File: src/source/uart_link_consts.svh
// Data width, memory depth, address width and baud divisor defines for the UART link.
`ifndef UART_LINK_CONSTS_SVH
`define UART_LINK_CONSTS_SVH

`define UL_XLEN      32   // Data word width.
`define UL_MEM_DEPTH 256  // Memory words.
`define UL_ADDR_W    8    // Word address width.

// Clock cycles per serial bit.
`define UL_BAUD_DIV  16

`endif

File: src/source/uart_tx.sv
// Serial 8N1 transmitter with a ten-bit frame shifter.
`timescale 1ns/1ps
`include "uart_link_consts.svh"

module uart_tx(
    input  logic       clk_i,
    input  logic       rst_i,

    input  logic [7:0] tx_data_i,
    input  logic       tx_vld_i,

    output logic       uart_tx_o,
    output logic       tx_rdy_o
);

localparam int DIV   = `UL_BAUD_DIV;
localparam int CNT_W = $clog2(DIV);

logic             busy_q;
logic [9:0]       frame_q;
logic [CNT_W-1:0] cnt_q;
logic [3:0]       bits_q;

assign tx_rdy_o  = ~busy_q;
assign uart_tx_o = frame_q[0];

always_ff @(posedge clk_i) begin
    if (rst_i) begin
        busy_q  <= 1'b0;
        frame_q <= '1;  // Idle high.
        cnt_q   <= '0;
        bits_q  <= '0;
    end else if (!busy_q) begin
        if (tx_vld_i) begin
            frame_q <= {1'b1, tx_data_i, 1'b0};  // Stop, data, start.
            busy_q  <= 1'b1;
            cnt_q   <= CNT_W'(DIV - 1);
            bits_q  <= 4'd9;
        end
    end else if (cnt_q == '0) begin
        if (bits_q == '0) begin
            busy_q <= 1'b0;  // Stop bit done.
        end else begin
            frame_q <= {1'b1, frame_q[9:1]};
            bits_q  <= bits_q - 1'b1;
            cnt_q   <= CNT_W'(DIV - 1);
        end
    end else begin
        cnt_q <= cnt_q - 1'b1;
    end
end

endmodule

File: config.mk
export PLATFORM = sky130hd
export DESIGN_NAME = uart_tx
export DESIGN_NICKNAME = d
export VERILOG_FILES = /design/src/source/uart_tx.sv
export VERILOG_INCLUDE_DIRS = /design/src /design/src/source
export SDC_FILE = /design/constraint.sdc
export NUM_CORES = 1
export LEC_CHECK = 0
export ABC_AREA = 1
export BUFFER_PORTS_ARGS = -buffer_cell sky130_fd_sc_hd__buf_2
export CAP_MARGIN = 20
export CORE_MARGIN = 10
export CORE_UTILIZATION = 41
export DETAILED_ROUTE_END_ITERATION = 16
export HOLD_SLACK_MARGIN = 0.05
export PLACE_DENSITY = 0.7
export RECOVER_POWER = 100
export SLEW_MARGIN = 10
export SYNTH_ARGS = -nofsm -noshare
export SYNTH_HDL_FRONTEND = slang
export SYNTH_SLANG_ARGS = --single-unit
export TNS_END_PERCENT = 30
File: constraint.sdc
create_clock -name clk_i -period 1.1 [get_ports clk_i]
set_input_delay 0.11 -clock clk_i [delete_from_list [all_inputs] [get_ports clk_i]]
set_output_delay 0.11 -clock clk_i [all_outputs]
set_load 0.005 [all_outputs]
==> results.tsv <==
metric	value	unit
status	complete, but fails checks	
violations	negative setup slack	
hold_class	in2reg	
yosysTopAreaCell	dfxtp_1	
vias	1001	
syn-num-nets	156	
postSynthAreaPerCell	6.55	um2
synth_fa_ha_area_share	4.04	%
die_area	4570	um2
antenna_cells	0	
clock.fmax	837	MHz
ir_drop	1180	uV
syn-instance-count	142	
synth_area_leaders	dfxtp_1 39%, nand2_1 25%, nand3_1 9.7%	
hold_path_end	bits_q[3]	
fillers	207	
dp_cells	194	
rows	17	
port_buffers	12	
p_int	0.00152	W
final_common_cell	nand2_1	
tritoncts	done	
final_hold_viol_count	0	
fin_crit_sh	109	%
critPathRequiredTime	1.30	ns
setup.worst_path.class	reg2reg	
area_growth	42.8	%
routedWlPerCell	12.0	um
die_w	67.6	um
core	2190	um2
die_h	67.6	um
hp-start	rst_i	
grt_pass1_wl	4320	um
clock_power_share	17.2	%
post-route-drc-count	0	
clock_sinks	18	
cts-root-buf	clkbuf_4	
antenna_found_initial	0	
ys_types	19	
swShare	38.0	%
track_usage	12.1	%
htree_levels	1	
final_nets	191	
routed_wl	2460	um
numCtsBuffers	3	
synthSimpleGateAreaFrac	42.5	%
num_io_pins	13	
first_global_vias	1011	
synth_compound_area_share	4.71	%
r2r_end	frame_q[8]	
synth_top_family_by_area	simple AND/OR/NAND/NOR gates	
grt-ovfl-total	0	
ys_seq_area_share	38.8	%
grt_max_degree	13	
endpoint_kind	flop	
final-instance-count-excl-fill	204	
place_congestion	0.753	
p_comb_share	46.9	%
finalMaxSlewViolations	0	
cts_buffer_depth	2	
crit_fanout	5	
mostFrequentLayoutCells	53 x nand2_1, 18 x buf_4, 16 x nand3_1	
path_clk_slew	0.11	ns
power_density	1840	nW/um2
clock-skew-final	0.00176	ns
dr.pass1.iters	4	
power.leakage	0.673	nW
rsz0062_at_grt	yes	
period_minus_slack	1.19	ns
r2r_start	bits_q[1]	
synthMuxAreaShare	0	%
tightest_slew	0.266	ns
hpwlAfterDp	1710	um
drt_iter0_markers	41	
synthXorXnorAreaFrac	0.942	%
tns	-1.24	ns
synth-seq-cells	18	
slew_headroom	82.2	%
routed_via_density	4.91	
p_sw	0.000928	W
drive_above_1_share	38.6	%
timing.final.ws_setup	-0.0941	ns
power_frac_seq	35.9	%
yosysTopAreaCellShare	38.8	%
setup_violations	18	
min_path_cells	2	
rr_worst_depth	7	
postRouteAntennaNets	0	
initial_utilization	42.4	%
insertion_delay	0.30	ns
yosysWarnings	0	
syn_area	930	um2
r2r_slack	-0.09	ns
start_kind	flop	
maxCapViolCount	0	
fin_util	60.6	%
cp.arrival	1.39	ns
synthesized netlist by cell type:
master    instances
nand3b_1          1
xnor2_1           1
clkbuf_1          1
nand2_2           2
nand3_1          18
nand4_1           1
ha_1              3
dfxtp_1          18
a21oi_1           5
nand2_1          62
buf_2             1
inv_1            13
a21oi_2           1
buf_6             2
o21ai_0           2
or2_1             1
nor2_1            8
nand3_2           1
inv_2             1
critical path, stage by stage (launching register included):
cell     delay (ns)
dfxtp_2        0.33
inv_1          0.08
ha_2           0.19
nand2_2        0.09
nand3_4        0.14
nand2_4        0.08
o21ai_1        0.09
nand3_1        0.08
area by class of cell:
class / instances / area (um2) / area share [%]
Clock buffer: 4 / 36.3 / 2.73
Inverter: 14 / 52.6 / 3.96
Multi-Input combinational cell: 107 / 602 / 45.3
Sequential cell: 18 / 369 / 27.8
Tap cell: 28 / 35.0 / 2.64
Timing Repair Buffer: 33 / 233 / 17.5
worst max-delay path by stage:
stage	start	to	cells past startpoint	slack, ns
finish	bits_q[1]	frame_q[8]	7	-0.09
global route	cnt_q[1]	cnt_q[1]	10	-0.19
CTS	bits_q[1]	frame_q[8]	7	-0.09
detailed placement	cnt_q[1]	bits_q[2]	8	-0.17
global placement	cnt_q[1]	frame_q[4]	7	-0.12
floorplan	cnt_q[1]	bits_q[2]	8	-0.03
through the flow:
step           hold slack, ns  cell area (um2)  setup slack, ns  total power (W)
2_1_floorplan           0.172              963          -0.0268          0.00149
3_3_place_gp            0.318             1150           -0.120          0.00173
3_5_place_dp            0.347             1150           -0.165          0.00177
4_1_cts                0.0649             1310          -0.0916          0.00240
5_1_grt                0.0635             1330           -0.190          0.00264
6_report               0.0740             1330          -0.0941          0.00244
power by group through the flow:
stage | registers, W | logic, W | clock network (W)
after floorplan | 0.000866 | 0.000623 | 0
after global placement | 0.000877 | 0.000848 | 0
after detailed placement | 0.000882 | 0.000884 | 0
after CTS | 0.000875 | 0.00108 | 0.000436
after global routing | 0.000892 | 0.00128 | 0.000462
final | 0.000878 | 0.00114 | 0.000420
cell families after synthesis:
group	Yosys count
AO/OA/AOI/OAI	8
XOR/XNOR	1
adder cells (fa/ha/maj)	3
buffers and inverters	18
flip-flops	18
AND/OR/NAND/NOR	94
state kept, by name, indices dropped and copies added, names as in the netlist:
signal   count
frame_q      9
bits_q       4
cnt_q        4
busy_q       1
repair_timing:
action | 4_1_cts | 5_1_grt
endpoints found under the setup margin | 19 | 19
buffers inserted | 3 | 1
hold buffers | 1 | 0
endpoints found under the hold margin | 1 | 0
resized for setup | 25 | 4
gates cloned | 1 | 0
pin swaps | 10 | 3
routing by layer:
| layer | track usage, % | vias up | share of wire [%] |
|---|---|---|---|
| met3 | 2.81 | 7 | 5.0 |
| met1 | 13.7 | 454 | 45 |
| met2 | 20.3 | 25 | 47 |
| li1 | - | 515 | - |
| met5 | 0 | - | 0 |
| met4 | 7.44 | 0 | 2.8 |
No activity file was read; power rests on OpenSTA's default activity.
