### src/source/uart_link_consts.svh
// Data width, memory depth, address width and baud divisor defines for the UART link.
`ifndef UART_LINK_CONSTS_SVH
`define UART_LINK_CONSTS_SVH

`define UL_XLEN      32   // Data word width.
`define UL_MEM_DEPTH 256  // Memory words.
`define UL_ADDR_W    8    // Word address width.

// Clock cycles per serial bit.
`define UL_BAUD_DIV  16

`endif

### src/source/uart_rx.sv
// Serial 8N1 receiver with input synchronizer and held output byte.
`timescale 1ns/1ps
`include "uart_link_consts.svh"

module uart_rx(
    input  logic       clk_i,
    input  logic       rst_i,

    input  logic       uart_rx_i,
    input  logic       rx_rdy_i,

    output logic [7:0] rx_data_o,
    output logic       rx_vld_o
);

localparam int DIV   = `UL_BAUD_DIV;
localparam int CNT_W = $clog2(DIV);

typedef enum logic [1:0] {
    RX_IDLE,
    RX_START,
    RX_DATA,
    RX_STOP
} rx_state_e;

rx_state_e        state_q;
logic [1:0]       sync_q;
logic             rx_s;
logic [CNT_W-1:0] cnt_q;
logic [2:0]       bit_q;
logic [7:0]       shift_q;
logic [7:0]       data_q;
logic             vld_q;

assign rx_s      = sync_q[1];
assign rx_data_o = data_q;
assign rx_vld_o  = vld_q;

always_ff @(posedge clk_i) begin
    if (rst_i) begin
        sync_q  <= 2'b11;  // Line idles high.
        state_q <= RX_IDLE;
        cnt_q   <= '0;
        bit_q   <= '0;
        vld_q   <= 1'b0;
    end else begin
        sync_q <= {sync_q[0], uart_rx_i};

        if (vld_q && rx_rdy_i) begin
            vld_q <= 1'b0;
        end

        case (state_q)
            RX_IDLE: begin
                if (!rx_s) begin
                    state_q <= RX_START;
                    cnt_q   <= CNT_W'(DIV / 2 - 1);  // Aim at mid start bit.
                end
            end
            RX_START: begin
                if (cnt_q == '0) begin
                    cnt_q   <= CNT_W'(DIV - 1);
                    bit_q   <= '0;
                    state_q <= rx_s ? RX_IDLE : RX_DATA;  // Glitch rejected.
                end else begin
                    cnt_q <= cnt_q - 1'b1;
                end
            end
            RX_DATA: begin
                if (cnt_q == '0) begin
                    shift_q <= {rx_s, shift_q[7:1]};  // LSB first.
                    cnt_q   <= CNT_W'(DIV - 1);
                    bit_q   <= bit_q + 1'b1;
                    if (bit_q == 3'd7) begin
                        state_q <= RX_STOP;
                    end
                end else begin
                    cnt_q <= cnt_q - 1'b1;
                end
            end
            default: begin
                if (cnt_q == '0) begin
                    if (rx_s) begin  // Framing error drops the byte.
                        data_q <= shift_q;
                        vld_q  <= 1'b1;
                    end
                    state_q <= RX_IDLE;
                end else begin
                    cnt_q <= cnt_q - 1'b1;
                end
            end
        endcase
    end
end

endmodule

### config.mk
export PLATFORM = sky130hd
export DESIGN_NAME = uart_rx
export DESIGN_NICKNAME = d
export VERILOG_FILES = /design/src/source/uart_rx.sv
export VERILOG_INCLUDE_DIRS = /design/src /design/src/source
export SDC_FILE = /design/constraint.sdc
export NUM_CORES = 1
export LEC_CHECK = 0
export BUFFER_PORTS_ARGS = -buffer_cell sky130_fd_sc_hd__buf_4
export CORE_ASPECT_RATIO = 1.4
export CORE_MARGIN = 4
export CORE_UTILIZATION = 55
export DETAILED_ROUTE_END_ITERATION = 12
export PLACE_DENSITY_LB_ADDON = 0.1
export SLEW_MARGIN = 20
export SYNTH_ARGS = -nofsm -noshare
export SYNTH_HDL_FRONTEND = slang
export SYNTH_SLANG_ARGS = --single-unit
### constraint.sdc
create_clock -name clk_i -period 1.85 [get_ports clk_i]
set_input_delay 0.37 -clock clk_i [delete_from_list [all_inputs] [get_ports clk_i]]
set_output_delay 0.37 -clock clk_i [all_outputs]
set_load 0.01 [all_outputs]
==> results of run 1 <==
sequential cells by signal, summed over array words and instances (netlist names):
register	cells
state_q	2
bit_q	3
shift_q	8
rx_data_o	8
sync_q	2
cnt_q	4
rx_vld_o	1
routing by layer:
layer,vias up,part of all wire,global-route usage
li1,361,-,-
met1,358,0.38,0.183
met4,0,0.029,0.0727
met3,7,0.052,0.0202
met2,24,0.54,0.262
met5,-,0,0
layout by cell type (no fill, tap or decap), drive strengths merged, types with 3 or more instances in the layout:
master  Yosys  final
a22oi       3      3
buf         1     12
clkbuf      1      4
dfxtp      12     12
edfxtp     16     16
ha          7      7
inv         8      8
nand2       4      4
nor2        8      8
o21ai       3      3
metrics by stage:
stage,setup slack (ps),hold slack (ps),area (um^2)
4_1_cts,107,213,1320
3_3_place_gp,178,394,1290
6_report,125,208,1320
2_1_floorplan,328,389,1180
5_1_grt,21.7,216,1320
3_5_place_dp,132,397,1290
kinds of logic (layout without fill, tap and decap cells):
family / Yosys count / in the layout
AOI/OAI and AO/OA: 18 / 18
adders and majority gates: 7 / 7
buffers and inverters: 10 / 24
DFF: 28 / 28
muxes: 2 / 2
and+or+nand+nor: 26 / 26
power by group:
part | switching, mW | internal [mW]
logic | 0.253 | 0.226
registers | 0.0602 | 0.700
clock network | 0.177 | 0.121
total | 0.491 | 1.05
how the worst max path moves through the flow:
stage | slack (ps) | cells after the start | start | end
3_3_place_gp | 180 | 4 | cnt_q[0] | rx_data_o[0]
3_5_place_dp | 130 | 4 | cnt_q[0] | rx_data_o[6]
5_1_grt | 20 | 6 | state_q[1] | state_q[1]
6_report | 130 | 4 | cnt_q[0] | rx_data_o[6]
2_1_floorplan | 330 | 7 | state_q[0] | state_q[1]
4_1_cts | 110 | 4 | cnt_q[0] | rx_data_o[4]
cell usage after synthesis (all sizes together):
cell type  instances  share of area
o31ai              2          0.013
a2111oi            1          0.013
a22o               2          0.016
buf                1         0.0042
or2b               1         0.0064
nor4b              1         0.0074
inv                8          0.025
and2b              1         0.0064
and3               1         0.0064
o21ai              3          0.013
or2                2          0.011
a32oi              1         0.0074
a21o               1         0.0064
nor2               8          0.025
ha                 7          0.074
o31a               1         0.0085
mux2i              2          0.017
nor3b              2          0.022
nor3               2         0.0085
a21oi              1         0.0042
a22oi              3          0.019
and2               2          0.012
o221a              1          0.017
clkbuf             1         0.0032
edfxtp            16           0.41
a32o               2          0.017
nand2              4          0.013
and4               1         0.0085
dfxtp             12           0.20
nand4              1         0.0053
worst max-delay path, cell delays in order, from the launching register on:
cell	delay (ps)
dfxtp_1	360
inv_1	80
ha_1	210
nor3b_4	370
and4_2	420
area by class of cell:
type	count	share of cell area
flip-flops and latches	28	0.544
multi-input cells	53	0.318
repair buffers	12	0.0681
clock buffers	4	0.0274
inverters	8	0.0227
well taps	21	0.0198
==> results.toml, run 1 <==
[setup_path]
timing.rr.start = "cnt_q[0]"
path_class = "reg2reg"
start_kind = "flip-flop"
ff2ff_setup_slack_ps = 130
required_ps = 1890
end_kind = "flip-flop"
reg2reg_depth = 4
r2r_end = "rx_data_o[6]"
worstPathMaxFanout = 8
worstPathArrival_ps = 1770

[global_route]
gr-usage-all-layers = 0.155
grt_pass1_vias = 746
grt_max_degree = 16
antenna_found_initial = 0
grt_overflow = 0
grt_pass1_wl_um = 3350

[layout]
seqCellArea_um2 = 721
synthToLayoutAreaGrowth_pct = 12.2
final_core_util = 0.663
fillers = 148
finalNonFillerCells = 126
drive_gt1_frac = 0.248
diodes = 0
fin_nets = 117
multi_input_area_um2 = 420

[power]
design_power_total_mw = 1.54
p_leak_nw = 0.509
p_per_area_nw_per_um2 = 1160
irDropWorstVdd_v = 0.000996

[synth]
synth_xor_area_frac = 0
syn-num-nets = 102
yosys.area_share.simple = 0.131
syn_area_um2 = 1180
synth_compound_area_frac = 0.134
synth_top_family_by_area = "compound AO/OA/AOI/OAI gates"
muxShareOfSynthArea = 0.0170
synth_fa_ha_area_frac = 0.0742
postSynthAreaPerCell_um2 = 13.0
synthesis.instances = 91
ys_seq_area_frac = 0.611
synth_cell_types = 33
synth-seq-cells = 28
yosysWarnings = 0

[die]
die_x_um = 47.1
die_h_um = 62.8
ios = 13
core_um2 = 2000
std_cell_rows = 19
die_area_um2 = 2960
start_util = 0.591

[cts]
cts_tree = "done"
clock-sinks = 28
holdBufCountCts = 0
cts_htree_levels = 1
cts.clk_slew.worst_paths_ps = 150
cts_resized = 0
clock_latency_ps = 330
cts_root_buf = "clkbuf_4"
cts_buffers = 3
post_cts_buffers = 0
cts_max_path_buffers = 2

[sta]
slew_headroom = 0.760
worst_pin_slew_ps = 360
maxSlewViolCount = 0
finalCritPeriodShare = 0.932
fin_crit_ps = 1720
max_freq_mhz = 580
clock_skew_ps = 5.79
setup_viol = 0
hold_viol = 0
timing.setup.tns_ps = 0
rsz0062_at_grt = "no"

[placed_design]
place_inst = 122
port_buffers = 12
place_hpwl_um = 1480
gp_routability_congestion = 0.818

[routing]
dr.pass1.iters = 4
avgViaCountPerCell = 5.95
via_count = 750
ant_nets = 0
drtIter0Drc = 29
wl_per_cell_um = 15.7
drc = 0
routed_wl_um = 1980

[job]
maxCapViolCount = 0

[min_path]
worstHoldStart = "uart_rx_i"
hold_end = "sync_q[0]"
hold_depth = 2
hold_class = "in2reg"

[run_status]
status = "complete, no violations"
No activity file was read; power rests on OpenSTA's default activity.
==> inputs of run 2 (changes only) <==
Settings changed: ABC_AREA set to 1.
==> run 2 against run 1 <==
Synthesized area down 0.32%. Sequential power fell by 2.8%. Die area is 0.27% lower. Count of clock-buffer cells in the layout is the same. Synthesized cell count up 30%. Largest power group unchanged.
==> results.toml, run 2 <==
[setup_path]
worstPathMaxFanout = 10
end_kind = "flip-flop"
path_class = "reg2reg"
timing.rr.start = "cnt_q[0]"
reg2reg_depth = 6
worstPathArrival_ps = 1570
start_kind = "flip-flop"
ff2ff_setup_slack_ps = 290
required_ps = 1860
r2r_end = "shift_q[6]"

[sta]
clock_skew_ps = 9.25
setup_viol = 0
hold_viol = 0
timing.setup.tns_ps = 0
fin_crit_ps = 1560
worst_pin_slew_ps = 353
slew_headroom = 0.764
maxSlewViolCount = 0
rsz0062_at_grt = "no"
whs_ps = 224
max_freq_mhz = 640
finalCritPeriodShare = 0.844

[cts]
clock-sinks = 28
cts_max_path_buffers = 2
cts_resized = 0
cts_buffers = 3
post_cts_buffers = 0
holdBufCountCts = 0
cts_htree_levels = 1
cts.clk_slew.worst_paths_ps = 130
cts_root_buf = "clkbuf_4"
clock_latency_ps = 330
cts_tree = "done"

[placed_design]
gp_routability_congestion = 0.770
place_hpwl_um = 1630
port_buffers = 12
place_inst = 151

[die]
start_util = 0.589
die_h_um = 62.7
die_area_um2 = 2950
die_x_um = 47.1
std_cell_rows = 19
ios = 13
core_um2 = 2000

[global_route]
grt_overflow = 0
grt_pass1_wl_um = 3630
grt_max_degree = 16
antenna_found_initial = 0
grt_pass1_vias = 831
gr-usage-all-layers = 0.170

[routing]
ant_nets = 0
routed_wl_um = 2230
wl_per_cell_um = 14.4
drtIter0Drc = 52
drc = 0
via_count = 883
dr.pass1.iters = 4
avgViaCountPerCell = 5.70

[min_path]
hold_depth = 2
worstHoldStart = "uart_rx_i"
hold_end = "sync_q[0]"
hold_class = "in2reg"

[synth]
synth.area.top_cells = "edfxtp_1 41%, dfxtp_1 20%, nand2_1 8.6%"
synthesis.instances = 118
synthFlopType = "edfxtp_1"
synth_common_cells = "27 x nand2_1, 16 x edfxtp_1, 15 x nand3_1"
syn_area_um2 = 1180
synth_cell_types = 18
synth_edf_count = 16
postSynthAreaPerCell_um2 = 9.97
ys_seq_area_frac = 0.613
syn-num-nets = 129
synthArstFlopShare = 0
synth.most_common_cell = "nand2_1"
yosysTopAreaCellShare = 0.409
synth-seq-cells = 28
yosysWarnings = 0
post-synth-top-area-cell = "edfxtp_1"

[power]
p_int_mw = 0.968
p_comb_frac = 0.356
p_per_area_nw_per_um2 = 1170
irDropWorstVdd_v = 0.000750
clkPwrFrac = 0.164
p_switching_mw = 0.573
seq_power_share = 0.480
sw_frac_of_total = 0.372
p_leak_nw = 0.552

[layout]
layout_common_cells = "27 x nand2_1, 16 x edfxtp_1, 15 x nand3_1"
fin_nets = 146
fillers = 158
mostFrequentLayoutCell = "nand2_1"
diodes = 0
final_core_util = 0.662
synthToLayoutAreaGrowth_pct = 12.3
finalNonFillerCells = 155
drive_gt1_frac = 0.164

[job]
maxCapViolCount = 0

[run_status]
status = "complete, no violations"
==> run 2: cell count changes after synthesis, sizes merged, moves of 3 or more <==
cell	change
nand2	+24
a21oi	+7
nand3	+15
a22oi	-3
inv	+5
==> run 2: critical path: stages, from the launching register on <==
cell and delay (ps):
dfxtp_1 350, inv_1 100, ha_1 240, nand2_2 130
inv_2 80, nand3_1 70, inv_1 280
==> run 2: power by group through the flow <==
stage | clock, mW | sequential, mW | combinational, mW
2_1_floorplan | 0 | 0.743 | 0.430
3_3_place_gp | 0 | 0.751 | 0.502
3_5_place_dp | 0 | 0.753 | 0.531
4_1_cts | 0.250 | 0.739 | 0.539
5_1_grt | 0.272 | 0.747 | 0.628
6_report | 0.252 | 0.740 | 0.548
==> run 2: layout make-up <==
cell class,count,area [um^2],share of cell area
Clock buffer,4,26.3,0.0199
Inverter,13,48.8,0.0369
Tap cell,21,26.3,0.0199
Timing Repair Buffer,13,97.6,0.0739
Sequential cell,28,721,0.545
Multi-Input combinational cell,76,402,0.304
==> run 2: cell families (layout without fill, tap and decap cells) <==
logic type,Yosys count,in the layout,synth area share
buf+inv,14,30,0.0457
fa+ha+maj,7,7,0.0745
simple gates,57,57,0.212
flops,28,28,0.613
compound gates,12,12,0.0553
==> run 2: how the worst max path moves through the flow <==
stage,from,endpoint,slack (ps)
2_1_floorplan,rst_i,rx_data_o[0],370
4_1_cts,cnt_q[0],shift_q[5],300
6_report,cnt_q[0],shift_q[6],290
3_3_place_gp,cnt_q[0],shift_q[7],400
5_1_grt,cnt_q[0],shift_q[5],140
3_5_place_dp,cnt_q[0],shift_q[6],310
==> run 2: per-stage QoR <==
stage          total power, mW  setup slack (ps)  area [um^2]
3_3_place_gp              1.25               398         1290
2_1_floorplan             1.17               367         1180
4_1_cts                   1.53               296         1320
5_1_grt                   1.65               141         1320
3_5_place_dp              1.28               308         1290
6_report                  1.54               288         1320
==> run 2: routing by layer <==
layer	vias to the layer above	track usage	wire length, um
met5	-	0	0
met4	0	0.0900	64
met3	7	0.0346	137
met2	40	0.282	1150
met1	411	0.193	872
li1	425	-	-
==> inputs of run 3 (changes only) <==
Clock period 1.85 ns to 1.5 ns, I/O delays scaled along.
==> run 3 against run 2 <==
Die area unchanged. Final cell count grew 1.9%. Combinational power rose by 40%. Global-route usage shrank 0.86 points. Clock skew down 7.8 ps. Via count fell by 0.91%. Register-to-register slack worse by 240 ps. Total power up 33%. Count of clock-buffer cells in the layout is the same. Worst setup slack worse by 240 ps. Largest cell class unchanged.
==> results.toml, run 3 (synthesis results as in run 2) <==
[run_status]
status = "complete, no violations"

[power]
design_power_total_mw = 2.05
irDropWorstVdd_v = 0.00107
p_per_area_nw_per_um2 = 1480
p_leak_nw = 0.576

[global_route]
met1_usage = 0.177
grt_pass1_wl_um = 3540
antenna_found_initial = 0
gr-usage-all-layers = 0.162
grt.busiest_layer = "met2"
use_met2 = 0.284
grt_max_degree = 16
grt_pass1_vias = 864
met3_usage = 0.0259
grt_overflow = 0

[setup_path]
cp_slowest_cell = "dfxtp_4"
worstPathMaxFanout = 5
slowest_delay_ps = 390
reg2reg_depth = 7
path_cells = "inv_1 -> ha_2 -> nand2_1 -> inv_1 -> nor2_2 -> nand3_1 -> a21oi_1"
required_ps = 1760
worstPathArrival_ps = 1710
end_kind = "flip-flop"
start_kind = "flip-flop"
path_class = "reg2reg"
critPathMostFrequentCell = "inv_1"

[sta]
whs_ps = 146
finalCritPeriodShare = 0.967
clock_skew_ps = 1.47
setup_viol = 0
max_freq_mhz = 689
slew_headroom = 0.870
fin_crit_ps = 1450
hold_viol = 0
worst_pin_slew_ps = 193
timing.setup.tns_ps = 0
maxSlewViolCount = 0

[layout]
fin_nets = 149
final_core_util = 0.693
drive_gt1_frac = 0.248
fillers = 155
synthToLayoutAreaGrowth_pct = 17.7
mostFrequentLayoutCell = "nand2_1"
diodes = 0
multi_input_area_um2 = 424
seqCellArea_um2 = 728
layout_common_cells = "26 x nand2_1, 16 x buf_4, 16 x edfxtp_1"

[placed_design]
gp_routability_congestion = 0.807
port_buffers = 12
place_hpwl_um = 1570

[routing]
drtIter0Drc = 35
wl_per_cell_um = 13.8
ant_nets = 0
drc = 0
via_count = 875
routed_wl_um = 2180
avgViaCountPerCell = 5.54
dr.pass1.iters = 5

[die]
start_util = 0.589
die_x_um = 47.1
ios = 13
std_cell_rows = 19
core_um2 = 2000
die_area_um2 = 2950
die_h_um = 62.7

[cts]
cts_buffers = 3
cts_max_path_buffers = 2
cts.clk_slew.worst_paths_ps = 130
cts_tree = "done"
cts_root_buf = "clkbuf_4"
holdBufCountCts = 0
clock-sinks = 28
clock_latency_ps = 320
cts_htree_levels = 1

[min_path]
hold_class = "in2reg"
hold_depth = 2

[job]
maxCapViolCount = 0
run 3: critical path, delay by kind of cell, from the launching register on:
| kind | cells | cell delay [ps] |
|---|---|---|
| buffers and inverters | 2 | 170 |
| AND/OR/NAND/NOR | 3 | 440 |
| flip-flops | 1 | 390 |
| adder cells (fa/ha/maj) | 1 | 210 |
| AO/OA/AOI/OAI | 1 | 180 |
run 3: worst paths after layout:
path / start / to / slack [ps]
setup / recovery: state_q[1] / state_q[0] / 50
hold / removal: uart_rx_i / sync_q[0] / 150
setup reg to reg: state_q[1] / state_q[0] / 50
hold reg to reg: sync_q[0] / sync_q[1] / 430
run 3: where the power goes:
group / internal [mW] / switching (mW)
registers: 0.866 / 0.0585
clock network: 0.149 / 0.206
logic: 0.291 / 0.478
run 3: what timing repair did:
item / CTS / global route
setup buffers: 0 / 1
resized for setup: 0 / 11
setup endpoints to repair: 0 / 22
run 3: routing by layer:
metal	vias up	wire length, um	share of wire
met1	406	826	0.38
met2	31	1160	0.53
met3	5	154	0.071
met5	-	0	0
li1	433	-	-
met4	0	42	0.019
run 3: stage by stage:
stage	setup slack [ps]	cells	instance area [um^2]
2_1_floorplan	32.0	118	1180
3_3_place_gp	74.6	153	1310
3_5_place_dp	46.7	153	1310
4_1_cts	30.9	157	1350
5_1_grt	-23.5	158	1380
6_report	48.9	158	1380
run 3: cell type report:
| type | count | area share |
|---|---|---|
| flip-flops and latches | 28 | 0.526 |
| multi-input cells | 76 | 0.307 |
| repair buffers | 16 | 0.0868 |
| inverters | 13 | 0.0353 |
| clock buffers | 4 | 0.0262 |
| well taps | 21 | 0.0190 |
