$ cat src/source/uart_link_consts.svh
// Data width, memory depth, address width and baud divisor defines for the UART link.
`ifndef UART_LINK_CONSTS_SVH
`define UART_LINK_CONSTS_SVH

`define UL_XLEN      32   // Data word width.
`define UL_MEM_DEPTH 256  // Memory words.
`define UL_ADDR_W    8    // Word address width.

// Clock cycles per serial bit.
`define UL_BAUD_DIV  16

`endif

$ cat src/source/uart_link_pkg.sv
// Word, address and byte-enable types, host opcodes and command engine states.
`include "uart_link_consts.svh"

package uart_link_pkg;

    typedef logic [`UL_XLEN-1:0]   word_t;
    typedef logic [`UL_ADDR_W-1:0] addr_t;
    typedef logic [`UL_XLEN/8-1:0] be_t;

    // Host opcodes, one byte each.
    typedef enum logic [7:0] {
        CMD_WRITE = 8'h01,  // be, addr, four data bytes.
        CMD_READ  = 8'h02,  // addr, reply of four bytes.
        CMD_RUN   = 8'h03,
        CMD_HALT  = 8'h04
    } cmd_e;

    typedef enum logic [2:0] {
        IDLE,
        GET_ARGS,
        MEM_REQ,
        MEM_WAIT,
        SEND
    } eng_state_e;

endpackage

$ cat src/source/mem_bus_if.sv
// Memory request bundle for one bus master, with master and slave modports.
`timescale 1ns/1ps

interface mem_bus_if;

    logic                 req;    // Held until gnt.
    logic                 we;
    uart_link_pkg::addr_t addr;
    uart_link_pkg::word_t wdata;
    uart_link_pkg::be_t   be;
    logic                 gnt;
    uart_link_pkg::word_t rdata;  // Valid one cycle after the grant.

    modport master (
        output req, we, addr, wdata, be,
        input  gnt, rdata
    );

    modport slave (
        input  req, we, addr, wdata, be,
        output gnt, rdata
    );

endinterface

$ cat src/source/mem_arbiter.sv
// Fixed-priority arbiter sharing one memory port between the core and the command engine.
`timescale 1ns/1ps

module mem_arbiter(
    input  logic      clk_i,
    input  logic      rst_i,

    mem_bus_if.slave  core,
    mem_bus_if.slave  eng,
    mem_bus_if.master mem
);

logic core_own_q;
logic eng_own_q;

// Core always wins.
assign core.gnt = core.req & mem.gnt;
assign eng.gnt  = eng.req & ~core.req & mem.gnt;

assign mem.req   = core.req | eng.req;
assign mem.we    = core.req ? core.we    : eng.we;
assign mem.addr  = core.req ? core.addr  : eng.addr;
assign mem.wdata = core.req ? core.wdata : eng.wdata;
assign mem.be    = core.req ? core.be    : eng.be;

always_ff @(posedge clk_i) begin
    if (rst_i) begin
        core_own_q <= 1'b0;
        eng_own_q  <= 1'b0;
    end else begin
        core_own_q <= core.gnt;  // Owner of last cycle's access.
        eng_own_q  <= eng.gnt;
    end
end

assign core.rdata = core_own_q ? mem.rdata : '0;
assign eng.rdata  = eng_own_q  ? mem.rdata : '0;

endmodule

$ cat src/flat_wrapper.sv
// flat-port wrapper written by rule: the top's interface ports become plain ports
module mem_arbiter_flat 
  (clk_i, rst_i, core_req, core_we, core_addr, core_wdata, core_be, core_gnt, core_rdata, eng_req, eng_we, eng_addr, eng_wdata, eng_be, eng_gnt, eng_rdata, mem_req, mem_we, mem_addr, mem_wdata, mem_be, mem_gnt, mem_rdata);
  mem_bus_if core_i ();
  mem_bus_if eng_i ();
  mem_bus_if mem_i ();
  input  logic clk_i;
  input  logic rst_i;
  input wire logic [$bits(core_i.req)-1:0] core_req;
  input wire logic [$bits(core_i.we)-1:0] core_we;
  input wire logic [$bits(core_i.addr)-1:0] core_addr;
  input wire logic [$bits(core_i.wdata)-1:0] core_wdata;
  input wire logic [$bits(core_i.be)-1:0] core_be;
  output wire logic [$bits(core_i.gnt)-1:0] core_gnt;
  output wire logic [$bits(core_i.rdata)-1:0] core_rdata;
  input wire logic [$bits(eng_i.req)-1:0] eng_req;
  input wire logic [$bits(eng_i.we)-1:0] eng_we;
  input wire logic [$bits(eng_i.addr)-1:0] eng_addr;
  input wire logic [$bits(eng_i.wdata)-1:0] eng_wdata;
  input wire logic [$bits(eng_i.be)-1:0] eng_be;
  output wire logic [$bits(eng_i.gnt)-1:0] eng_gnt;
  output wire logic [$bits(eng_i.rdata)-1:0] eng_rdata;
  output wire logic [$bits(mem_i.req)-1:0] mem_req;
  output wire logic [$bits(mem_i.we)-1:0] mem_we;
  output wire logic [$bits(mem_i.addr)-1:0] mem_addr;
  output wire logic [$bits(mem_i.wdata)-1:0] mem_wdata;
  output wire logic [$bits(mem_i.be)-1:0] mem_be;
  input wire logic [$bits(mem_i.gnt)-1:0] mem_gnt;
  input wire logic [$bits(mem_i.rdata)-1:0] mem_rdata;
  assign core_i.req = core_req;
  assign core_i.we = core_we;
  assign core_i.addr = core_addr;
  assign core_i.wdata = core_wdata;
  assign core_i.be = core_be;
  assign core_gnt = core_i.gnt;
  assign core_rdata = core_i.rdata;
  assign eng_i.req = eng_req;
  assign eng_i.we = eng_we;
  assign eng_i.addr = eng_addr;
  assign eng_i.wdata = eng_wdata;
  assign eng_i.be = eng_be;
  assign eng_gnt = eng_i.gnt;
  assign eng_rdata = eng_i.rdata;
  assign mem_req = mem_i.req;
  assign mem_we = mem_i.we;
  assign mem_addr = mem_i.addr;
  assign mem_wdata = mem_i.wdata;
  assign mem_be = mem_i.be;
  assign mem_i.gnt = mem_gnt;
  assign mem_i.rdata = mem_rdata;
  mem_arbiter u_core (.clk_i(clk_i), .rst_i(rst_i), .core(core_i), .eng(eng_i), .mem(mem_i));
endmodule
$ cat config.mk
export PLATFORM = sky130hd
export DESIGN_NAME = mem_arbiter_flat
export DESIGN_NICKNAME = d
export VERILOG_FILES = /design/src/source/uart_link_pkg.sv /design/src/source/mem_bus_if.sv /design/src/source/mem_arbiter.sv /design/src/flat_wrapper.sv
export VERILOG_INCLUDE_DIRS = /design/src /design/src/source
export SDC_FILE = /design/constraint.sdc
export NUM_CORES = 1
export LEC_CHECK = 0
export CAP_MARGIN = 15
export CORE_AREA = 2 2 93 95
export DETAILED_ROUTE_END_ITERATION = 10
export DIE_AREA = 0 0 95 97
export DONT_BUFFER_PORTS = 1
export GPL_ROUTABILITY_DRIVEN = 0
export GPL_TIMING_DRIVEN = 0
export SLEW_MARGIN = 20
export SYNTH_ARGS = -nofsm -noshare
export SYNTH_HDL_FRONTEND = slang
export SYNTH_SLANG_ARGS = --single-unit
$ cat constraint.sdc
create_clock -name clk_i -period 0.8 [get_ports clk_i]
set_input_delay 0.04 -clock clk_i [delete_from_list [all_inputs] [get_ports clk_i]]
set_output_delay 0.04 -clock clk_i [all_outputs]
set_load 0.05 [all_outputs]
==> results of run 1 <==
## worst max-delay path by stage
stage	startpoint	cells past startpoint	endpoint	slack (ns)
6_report	u_core.core_own_q	2	core_rdata[15]	-0.24
5_1_grt	u_core.eng_own_q	2	eng_rdata[22]	-0.29
4_1_cts	u_core.core_own_q	2	core_rdata[21]	-0.28
3_5_place_dp	u_core.core_own_q	2	core_rdata[15]	-0.31
3_3_place_gp	u_core.core_own_q	2	core_rdata[21]	-0.22
2_1_floorplan	u_core.eng_own_q	2	eng_rdata[14]	0.001
## repair_timing
action,in CTS,in global routing
hold endpoints to repair,1,0
cloned,1,0
hold buffers,1,0
setup buffers,1,0
endpoints found under the setup margin,67,65
resized for setup,15,7
pin swaps,32,8
## per-stage QoR
| stage | setup TNS [ns] | util | instances | cell area, sq um |
|---|---|---|---|---|
| 6_report | -13.97 | 0.2134 | 240 | 1735 |
| 5_1_grt | -16.86 | 0.2134 | 240 | 1735 |
| 4_1_cts | -16.45 | 0.2120 | 239 | 1724 |
| 3_5_place_dp | -15.31 | 0.1960 | 233 | 1594 |
| 3_3_place_gp | -12.07 | 0.1960 | 233 | 1594 |
| 2_1_floorplan | 0 | - | 128 | 1463 |
## registers in the layout (all words and copies together), names as in the netlist
signal             count
u_core.core_own_q      1
u_core.eng_own_q       1
## kinds of logic after synthesis
group | share of synthesized area
buf+inv | 0.09747
simple gates | 0.3450
flops | 0.03119
mux | 0.5263
## routing by layer
metal / global-route usage / vias to the layer above / part of all wire
met3: 0.01090 / 6 / 0.098
met4: 0.04013 / 0 / 0.024
met5: 0 / - / 0
met2: 0.1828 / 135 / 0.58
met1: 0.07721 / 460 / 0.30
li1: - / 439 / -
## final cells by class
class	count	area, sq um
antenna	1	2.502
buffer	12	205.2
clock buffer	3	41.29
fill	848	6399
multi-input combinational	114	1282
sequential	2	47.55
tap	105	131.4
timing repair buffer	3	25.02
## where the power goes
part	switching, W	leakage (nW)	internal, W	total [W]
sequential	0.00000989	0.0178	0.000100	0.000110
combinational	0.00112	0.787	0.000488	0.00161
clock	0.0000772	0.0216	0.000318	0.000395
## layout by cell type (no fill, tap or decap), drive strengths merged
cell / synthesis / final
buf: 6 / 12
or2: 1 / 1
mux2: 45 / 45
and4bb: 1 / 1
and2: 65 / 65
dlygate4sd3: 0 / 1
dfxtp: 2 / 2
clkbuf: 6 / 5
diode: 0 / 1
and3b: 2 / 2
==> results by group, run 1 <==
Outcome
  – Outcome: finished, violations left
  – Failing checks: negative setup slack

Clock network
  – Worst-case clock buffer depth: 2
  – CTS Sinks: 2
  – Clk Tree Root Cell: clkbuf_8
  – CTS tree: done
  – Inserted Clock Buffers: 3
  – H-tree depth: 1
  – Clk slew on worst S/H paths: 0.03 ns

Detailed routing
  – Initial DRT Pass Iterations: 3
  – Initial drt markers: 5
  – Post-route DRC: 0
  – Final wirelength: 4707 microns
  – ANT nets after route: 0
  – WL/cell: 19.61 microns
  – Via/cell ratio: 4.333
  – Via count: 1,040

Worst hold path
  – Hold_sp: rst_i
  – Worst hold path type: primary input to flop
  – WHS Path Cells: 1
  – Hold Path End: u_core.core_own_q

Setup path
  – CP max stage delay: 0.40 ns
  – Worst EP required: 0.76 ns
  – CP Cell Sequence: clkbuf_8, and2_4
  – Critical Path AT: 1.00 ns
  – Critical Path End Type: primary output
  – Startpoint Class: flop
  – Worst path slowest cell: dfxtp_4
  – Highest net fanout along the worst path: 6
  – Worst path bufs/invs: 1
  – Setup CP Type: flop to primary output
  – Top delay family on crit path: flip-flops

Timing
  – Final Max Tran Viols: 0
  – Worst slew pin tran: 0.2632 ns
  – Final Hold Vio Count: 0
  – Post-route setup slack: -0.2450 ns
  – Slew HR: 0.8252
  – FMAX: 957.0 MHz
  – Final period util: 1.306
  – Hold slack: 0.02194 ns
  – # setup viols final: 64
  – RSZ-0062 raised after global routing: yes
  – Final Critical Period: 1.045 ns

Logic synthesis
  – Most used flip-flop cell after synthesis: dfxtp_1
  – Netlist cell types: 9
  – Cells after synthesis: 128
  – Top-area cell type share of the netlist area: 0.5263
  – Top-count cell post-synth: and2_1
  – Syn Std Cell Area: 1284 sq um
  – Syn Area/Cell: 10.03 sq um
  – Register area share after synthesis: 0.03119
  – Cell taking the most area after synthesis: mux2_4
  – Most instantiated cells after synthesis: and2_1, mux2_4, clkbuf_1, buf_12
  – Yosys warns: 0
  – Post-synth EDFFs: 0
  – #FFs+latches synth: 2
  – Post-synth ARST share: 0
  – Syn_nets: 255
  – Top post-synthesis cells by area: mux2_4, and2_1, buf_12

GRT
  – Largest net degree at the start of global routing: 11
  – Wire length of the first global-routing pass: 5961 microns
  – GR Overflow Total: 0
  – Number of global-route vias before repair: 1,067
  – Tot GR Track Use: 0.08706
  – Initial antenna violation count: 1

Floorplan
  – Rows: 33
  – CORE AREA: 8134 sq um
  – IO Pins: 239
  – Total die area: 9215 sq um
  – Die X: 95 microns
  – Die height: 97 microns
  – Initial Utilization: 0.1578

Job
  – Max-cap violations: 0

Cells and area
  – Fraction of layout cells with a size suffix above 1: 0.9851
  – Final nets: 263
  – Area grow syn2layout: 35.18%

Placement
  – DP Worst Slack: -0.3065 ns
  – Post-DP HPWL: 4369 microns
  – IO buf count: 0

Power and ir drop
  – Total chip power: 0.002113 W
  – PD cells: 1218 nW/um^2
  – Pleak: 0.8266 nW
  – Peak supply drop: 0.4333 mV
Note: power is estimated with default switching activity, not from simulation.
==> run 2: changes to the inputs <==
Settings changed: CORE_AREA 2 2 93 95 to 2 2 92 94, DIE_AREA 0 0 95 97 to 0 0 94 96.
==> run 2 against run 1 <==
Compared with the run above:
- the run still ends with negative setup slack left
- flip-flop and latch count unchanged
- non-clock buffer count decreased by 2
- combinational power about the same
- final cell count decreased by 1.3%
- clock-buffer cell count unchanged
- core utilization about the same
- wire length about the same
- die area decreased by 2.1%
- sequential share of layout area about the same
- first-iteration DRC count increased by 100%
- highest routed layer is now met3
==> results by group, run 2 (synthesis gave the netlist of run 1 again) <==
Outcome
  – Outcome: finished, violations left
  – Failing checks: negative setup slack

Detailed routing
  – Post-route DRC: 0
  – WL/cell: 19.86 microns
  – Via/cell ratio: 4.241
  – ANT nets after route: 0
  – Initial drt markers: 10
  – Initial DRT Pass Iterations: 3
  – Via count: 1,005
  – Final wirelength: 4706 microns

Cells and area
  – Commonest non-fill, non-tap cell in the layout: and2_4
  – Antenna Diode Count: 0
  – Final nets: 261
  – Non-Filler Instances: 237
  – Fill cells: 848
  – Area grow syn2layout: 33.82%
  – Largest registers: u_core.core_own_q: 1 flops, u_core.eng_own_q: 1 flops
  – Fin area: 1718 sq um
  – Fraction of layout cells with a size suffix above 1: 0.9848
  – Commonest cells after routing, fill and taps aside: and2_4, mux2_4, clkbuf_8, buf_12

GRT
  – GR Overflow Total: 0
  – Wire length of the first global-routing pass: 5609 microns
  – Tot GR Track Use: 0.08429
  – Initial antenna violation count: 0
  – Largest net degree at the start of global routing: 11
  – Number of global-route vias before repair: 986

Power and ir drop
  – Pleak: 0.8166 nW
  – Peak supply drop: 0.5338 mV
  – PD cells: 1231 nW/um^2

Setup path
  – Critical Path End Type: primary output
  – Critical Path AT: 0.99 ns
  – Startpoint Class: flop
  – Worst EP required: 0.76 ns
  – Setup CP Type: flop to primary output
  – Highest net fanout along the worst path: 10

Placement
  – DP Worst Slack: -0.1936 ns
  – Dpl cells: 233
  – Post-DP HPWL: 4407 microns
  – IO buf count: 0
  – Placed inst area: 1594 sq um

Worst hold path
  – Worst hold path type: primary input to flop

Timing
  – Final Max Tran Viols: 0
  – Post-route setup slack: -0.2319 ns
  – Final period util: 1.290
  – Final Critical Period: 1.032 ns
  – Final Hold Vio Count: 0
  – FMAX: 969.0 MHz
  – RSZ-0062 raised after global routing: yes
  – Worst slew pin tran: 0.2674 ns
  – # setup viols final: 64
  – Slew HR: 0.8224

Floorplan
  – Rows: 33
  – Initial Utilization: 0.1594
  – Total die area: 9024 sq um
  – Die X: 94 microns
  – CORE AREA: 8051 sq um
  – IO Pins: 239
  – Die height: 96 microns

Clock network
  – CTS tree: done
  – Worst-case clock buffer depth: 2
  – Post-CTS setup buffer count: 0
  – H-tree depth: 1
  – Clk Tree Root Cell: clkbuf_8
  – Clk slew on worst S/H paths: 0.03 ns
  – Inserted Clock Buffers: 3
  – CTS Sinks: 2

Job
  – Max-cap violations: 0
## run 2: changes by cell type in the layout (fill, tap and decap cells not counted), sizes merged
cell / previous run / this run
buf: 12 / 6
clkbuf: 5 / 9
diode: 1 / 0
## run 2: final cells by class
class / count / area [sq um] / share of cell area
multi-input combinational: 114 / 1282 / 0.7465
buffer: 12 / 205.2 / 0.1194
tap: 105 / 131.4 / 0.07647
sequential: 2 / 47.55 / 0.02768
clock buffer: 3 / 41.29 / 0.02403
timing repair buffer: 1 / 10.01 / 0.005827
## run 2: worst max-delay path: stages, from the launching register on
cell      delay (ns)
dfxtp_4         0.37
clkbuf_8        0.17
and2_4          0.24
## run 2: what timing repair did
item / 4_1_cts / 5_1_grt
hold buffers: 1 / 0
pin swaps: 31 / 3
hold endpoints to repair: 1 / 0
gates resized for setup: 15 / 3
setup endpoints to repair: 66 / 66
## run 2: metrics by stage
stage	power [W]	utilization	hold WS, ns	TNS [ns]
final	0.002115	0.2134	0.02559	-13.83
after floorplan	0.001618	-	0.1957	0
after detailed placement	0.001724	0.1980	0.2059	-10.41
after global placement	0.001720	0.1980	0.2051	-9.161
after global routing	0.002188	0.2134	0.02486	-16.30
after CTS	0.002144	0.2123	0.02127	-15.05
## run 2: power by group
group | total (W) | leakage, nW | internal (W) | switching [W]
clock network | 0.000389 | 0.0216 | 0.000318 | 0.0000719
logic | 0.00162 | 0.777 | 0.000483 | 0.00113
registers | 0.000107 | 0.0178 | 0.000100 | 0.00000732
total | 0.00211 | 0.817 | 0.000901 | 0.00121
## run 2: layer usage
metal	routed length, microns	vias to the layer above	global-route usage
li1	-	429	-
met3	454	0	0.01175
met4	0	0	0.01449
met5	0	-	0
met2	2712	138	0.1827
met1	1539	438	0.08392
## run 2: final timing paths
kind | startpoint | end | slack [ns] | cells after the start
max | u_core.core_own_q | core_rdata[3] | -0.23 | 2
min | rst_i | u_core.core_own_q | 0.03 | 1
==> run 3: changes to the inputs <==
Settings changed: RECOVER_POWER from default to 25, SETUP_SLACK_MARGIN from default to 0.5.
Clock period 0.8 ns to 1.3 ns, I/O delays scaled along.
==> run 3 against run 2 <==
Compared with the run above:
- the run now ends clean
- core utilization is 1.4 points higher
- global-route usage is 0.18 points higher
- combinational power is 38% lower
- final cell count is 3.8% higher
- wire length is 7.0% higher
- via count is 5.4% higher
- die area stayed put
- clock-buffer cell count stayed put
- flip-flop and latch count stayed put
==> results by group, run 3 (synthesis gave the netlist of run 1 again) <==
Outcome
  – Outcome: completed

Power and ir drop
  – Pleak: 0.8108 nW
  – PD cells: 717.8 nW/um^2
  – Peak supply drop: 0.2744 mV
  – Total chip power: 0.001316 W

Floorplan
  – CORE AREA: 8051 sq um
  – Die X: 94 microns
  – Die height: 96 microns
  – Initial Utilization: 0.1594
  – Total die area: 9024 sq um
  – IO Pins: 239
  – Rows: 33

Clock network
  – Worst-case clock buffer depth: 2
  – Clk slew on worst S/H paths: 0.03 ns
  – Clk Tree Root Cell: clkbuf_8
  – Inserted Clock Buffers: 3
  – H-tree depth: 1
  – CTS tree: done
  – CTS Sinks: 2

Placement
  – IO buf count: 0
  – DP Worst Slack: 0.3980 ns
  – Dpl cells: 233
  – Post-DP HPWL: 4664 microns

Setup path
  – Setup CP Type: flop to primary output
  – Startpoint Class: flop
  – Worst EP required: 1.24 ns
  – Critical Path AT: 1.00 ns
  – Critical Path End Type: primary output
  – Highest net fanout along the worst path: 10

Timing
  – Final Hold Vio Count: 0
  – Setup TNS: 0 ns
  – Post-route setup slack: 0.2354 ns
  – Worst slew pin tran: 0.7065 ns
  – # setup viols final: 0
  – RSZ-0062 raised after global routing: yes
  – Final Critical Period: 1.065 ns
  – Slew HR: 0.5287
  – Final period util: 0.8189
  – Final Max Tran Viols: 0
  – FMAX: 939.3 MHz

Detailed routing
  – Via/cell ratio: 4.305
  – Final wirelength: 5035 microns
  – Via count: 1,059
  – Initial drt markers: 16
  – Post-route DRC: 0
  – Initial DRT Pass Iterations: 2
  – WL/cell: 20.47 microns
  – ANT nets after route: 0

GRT
  – Number of global-route vias before repair: 973
  – Largest net degree at the start of global routing: 11
  – Tot GR Track Use: 0.08609
  – GR Overflow Total: 0
  – Wire length of the first global-routing pass: 5775 microns
  – Initial antenna violation count: 0

Cells and area
  – Area grow syn2layout: 42.79%
  – Fraction of layout cells with a size suffix above 1: 0.8085
  – Final nets: 270
  – Commonest non-fill, non-tap cell in the layout: and2_4
  – Non-Filler Instances: 246
  – Largest registers: u_core.core_own_q: 1 flops, u_core.eng_own_q: 1 flops
  – Antenna Diode Count: 0
  – Commonest cells after routing, fill and taps aside: and2_4, mux2_1, mux2_4, clkbuf_8, buf_12

Job
  – Max-cap violations: 0

Worst hold path
  – Worst hold path type: primary input to flop
## run 3: changes by cell type in the layout (fill, tap and decap cells not counted)
cell           delta
and2_0            +1
and2_2            +2
and2_4            -3
buf_12            +2
buf_16            +6
buf_4             +1
buf_6             -1
buf_8             +1
clkbuf_4          +1
dlygate4sd3_1     -1
mux2_1           +25
mux2_4           -25
## run 3: routing by layer
metal	share of wire	up-vias	track usage	wire length, microns
li1	-	451	-	-
met4	0	0	0.003623	0
met1	0.34	471	0.08997	1705
met5	0	-	0	0
met3	0.099	0	0.009397	499
met2	0.56	137	0.1887	2831
## run 3: final cells by class
cell class              instances  area, sq um
multi-input cells             114         1184
fillers                       866         6218
repair buffers                 10        212.7
well taps                     105        131.4
flip-flops and latches          2        47.55
clock buffers                   3        41.29
plain buffers                  12        216.5
## run 3: path summary, 6_finish.rpt
check	startpoint	endpoint	slack [ns]	depth (start not counted)
worst min-delay path	mem_gnt	u_core.core_own_q	0.03	1
worst max-delay path	u_core.eng_own_q	eng_rdata[17]	0.24	2
## run 3: worst max-delay path: stages (launching register included)
cell      delay (ns)
dfxtp_4         0.38
clkbuf_8        0.17
and2_4          0.24
## run 3: power breakdown
group          internal [W]  total [W]  switching (W)
combinational      0.000297    0.00101       0.000714
clock              0.000195   0.000238      0.0000426
sequential        0.0000615  0.0000665     0.00000497
## run 3: repair_timing
action / CTS / global route
resized for setup: 12 / 2
gates cloned: 7 / 0
hold buffers: 0 / 0
setup endpoints to repair: 110 / 112
setup buffers: 3 / 0
pin swaps: 30 / 5
## run 3: stage by stage
stage	utilization	hold slack [ns]	instance area (sq um)
5_1_grt	0.2277	0.03824	1833
2_1_floorplan	-	0.2207	1506
3_3_place_gp	0.2034	0.2287	1638
6_report	0.2277	0.02603	1833
4_1_cts	0.2395	0.02178	1928
3_5_place_dp	0.2034	0.2378	1638
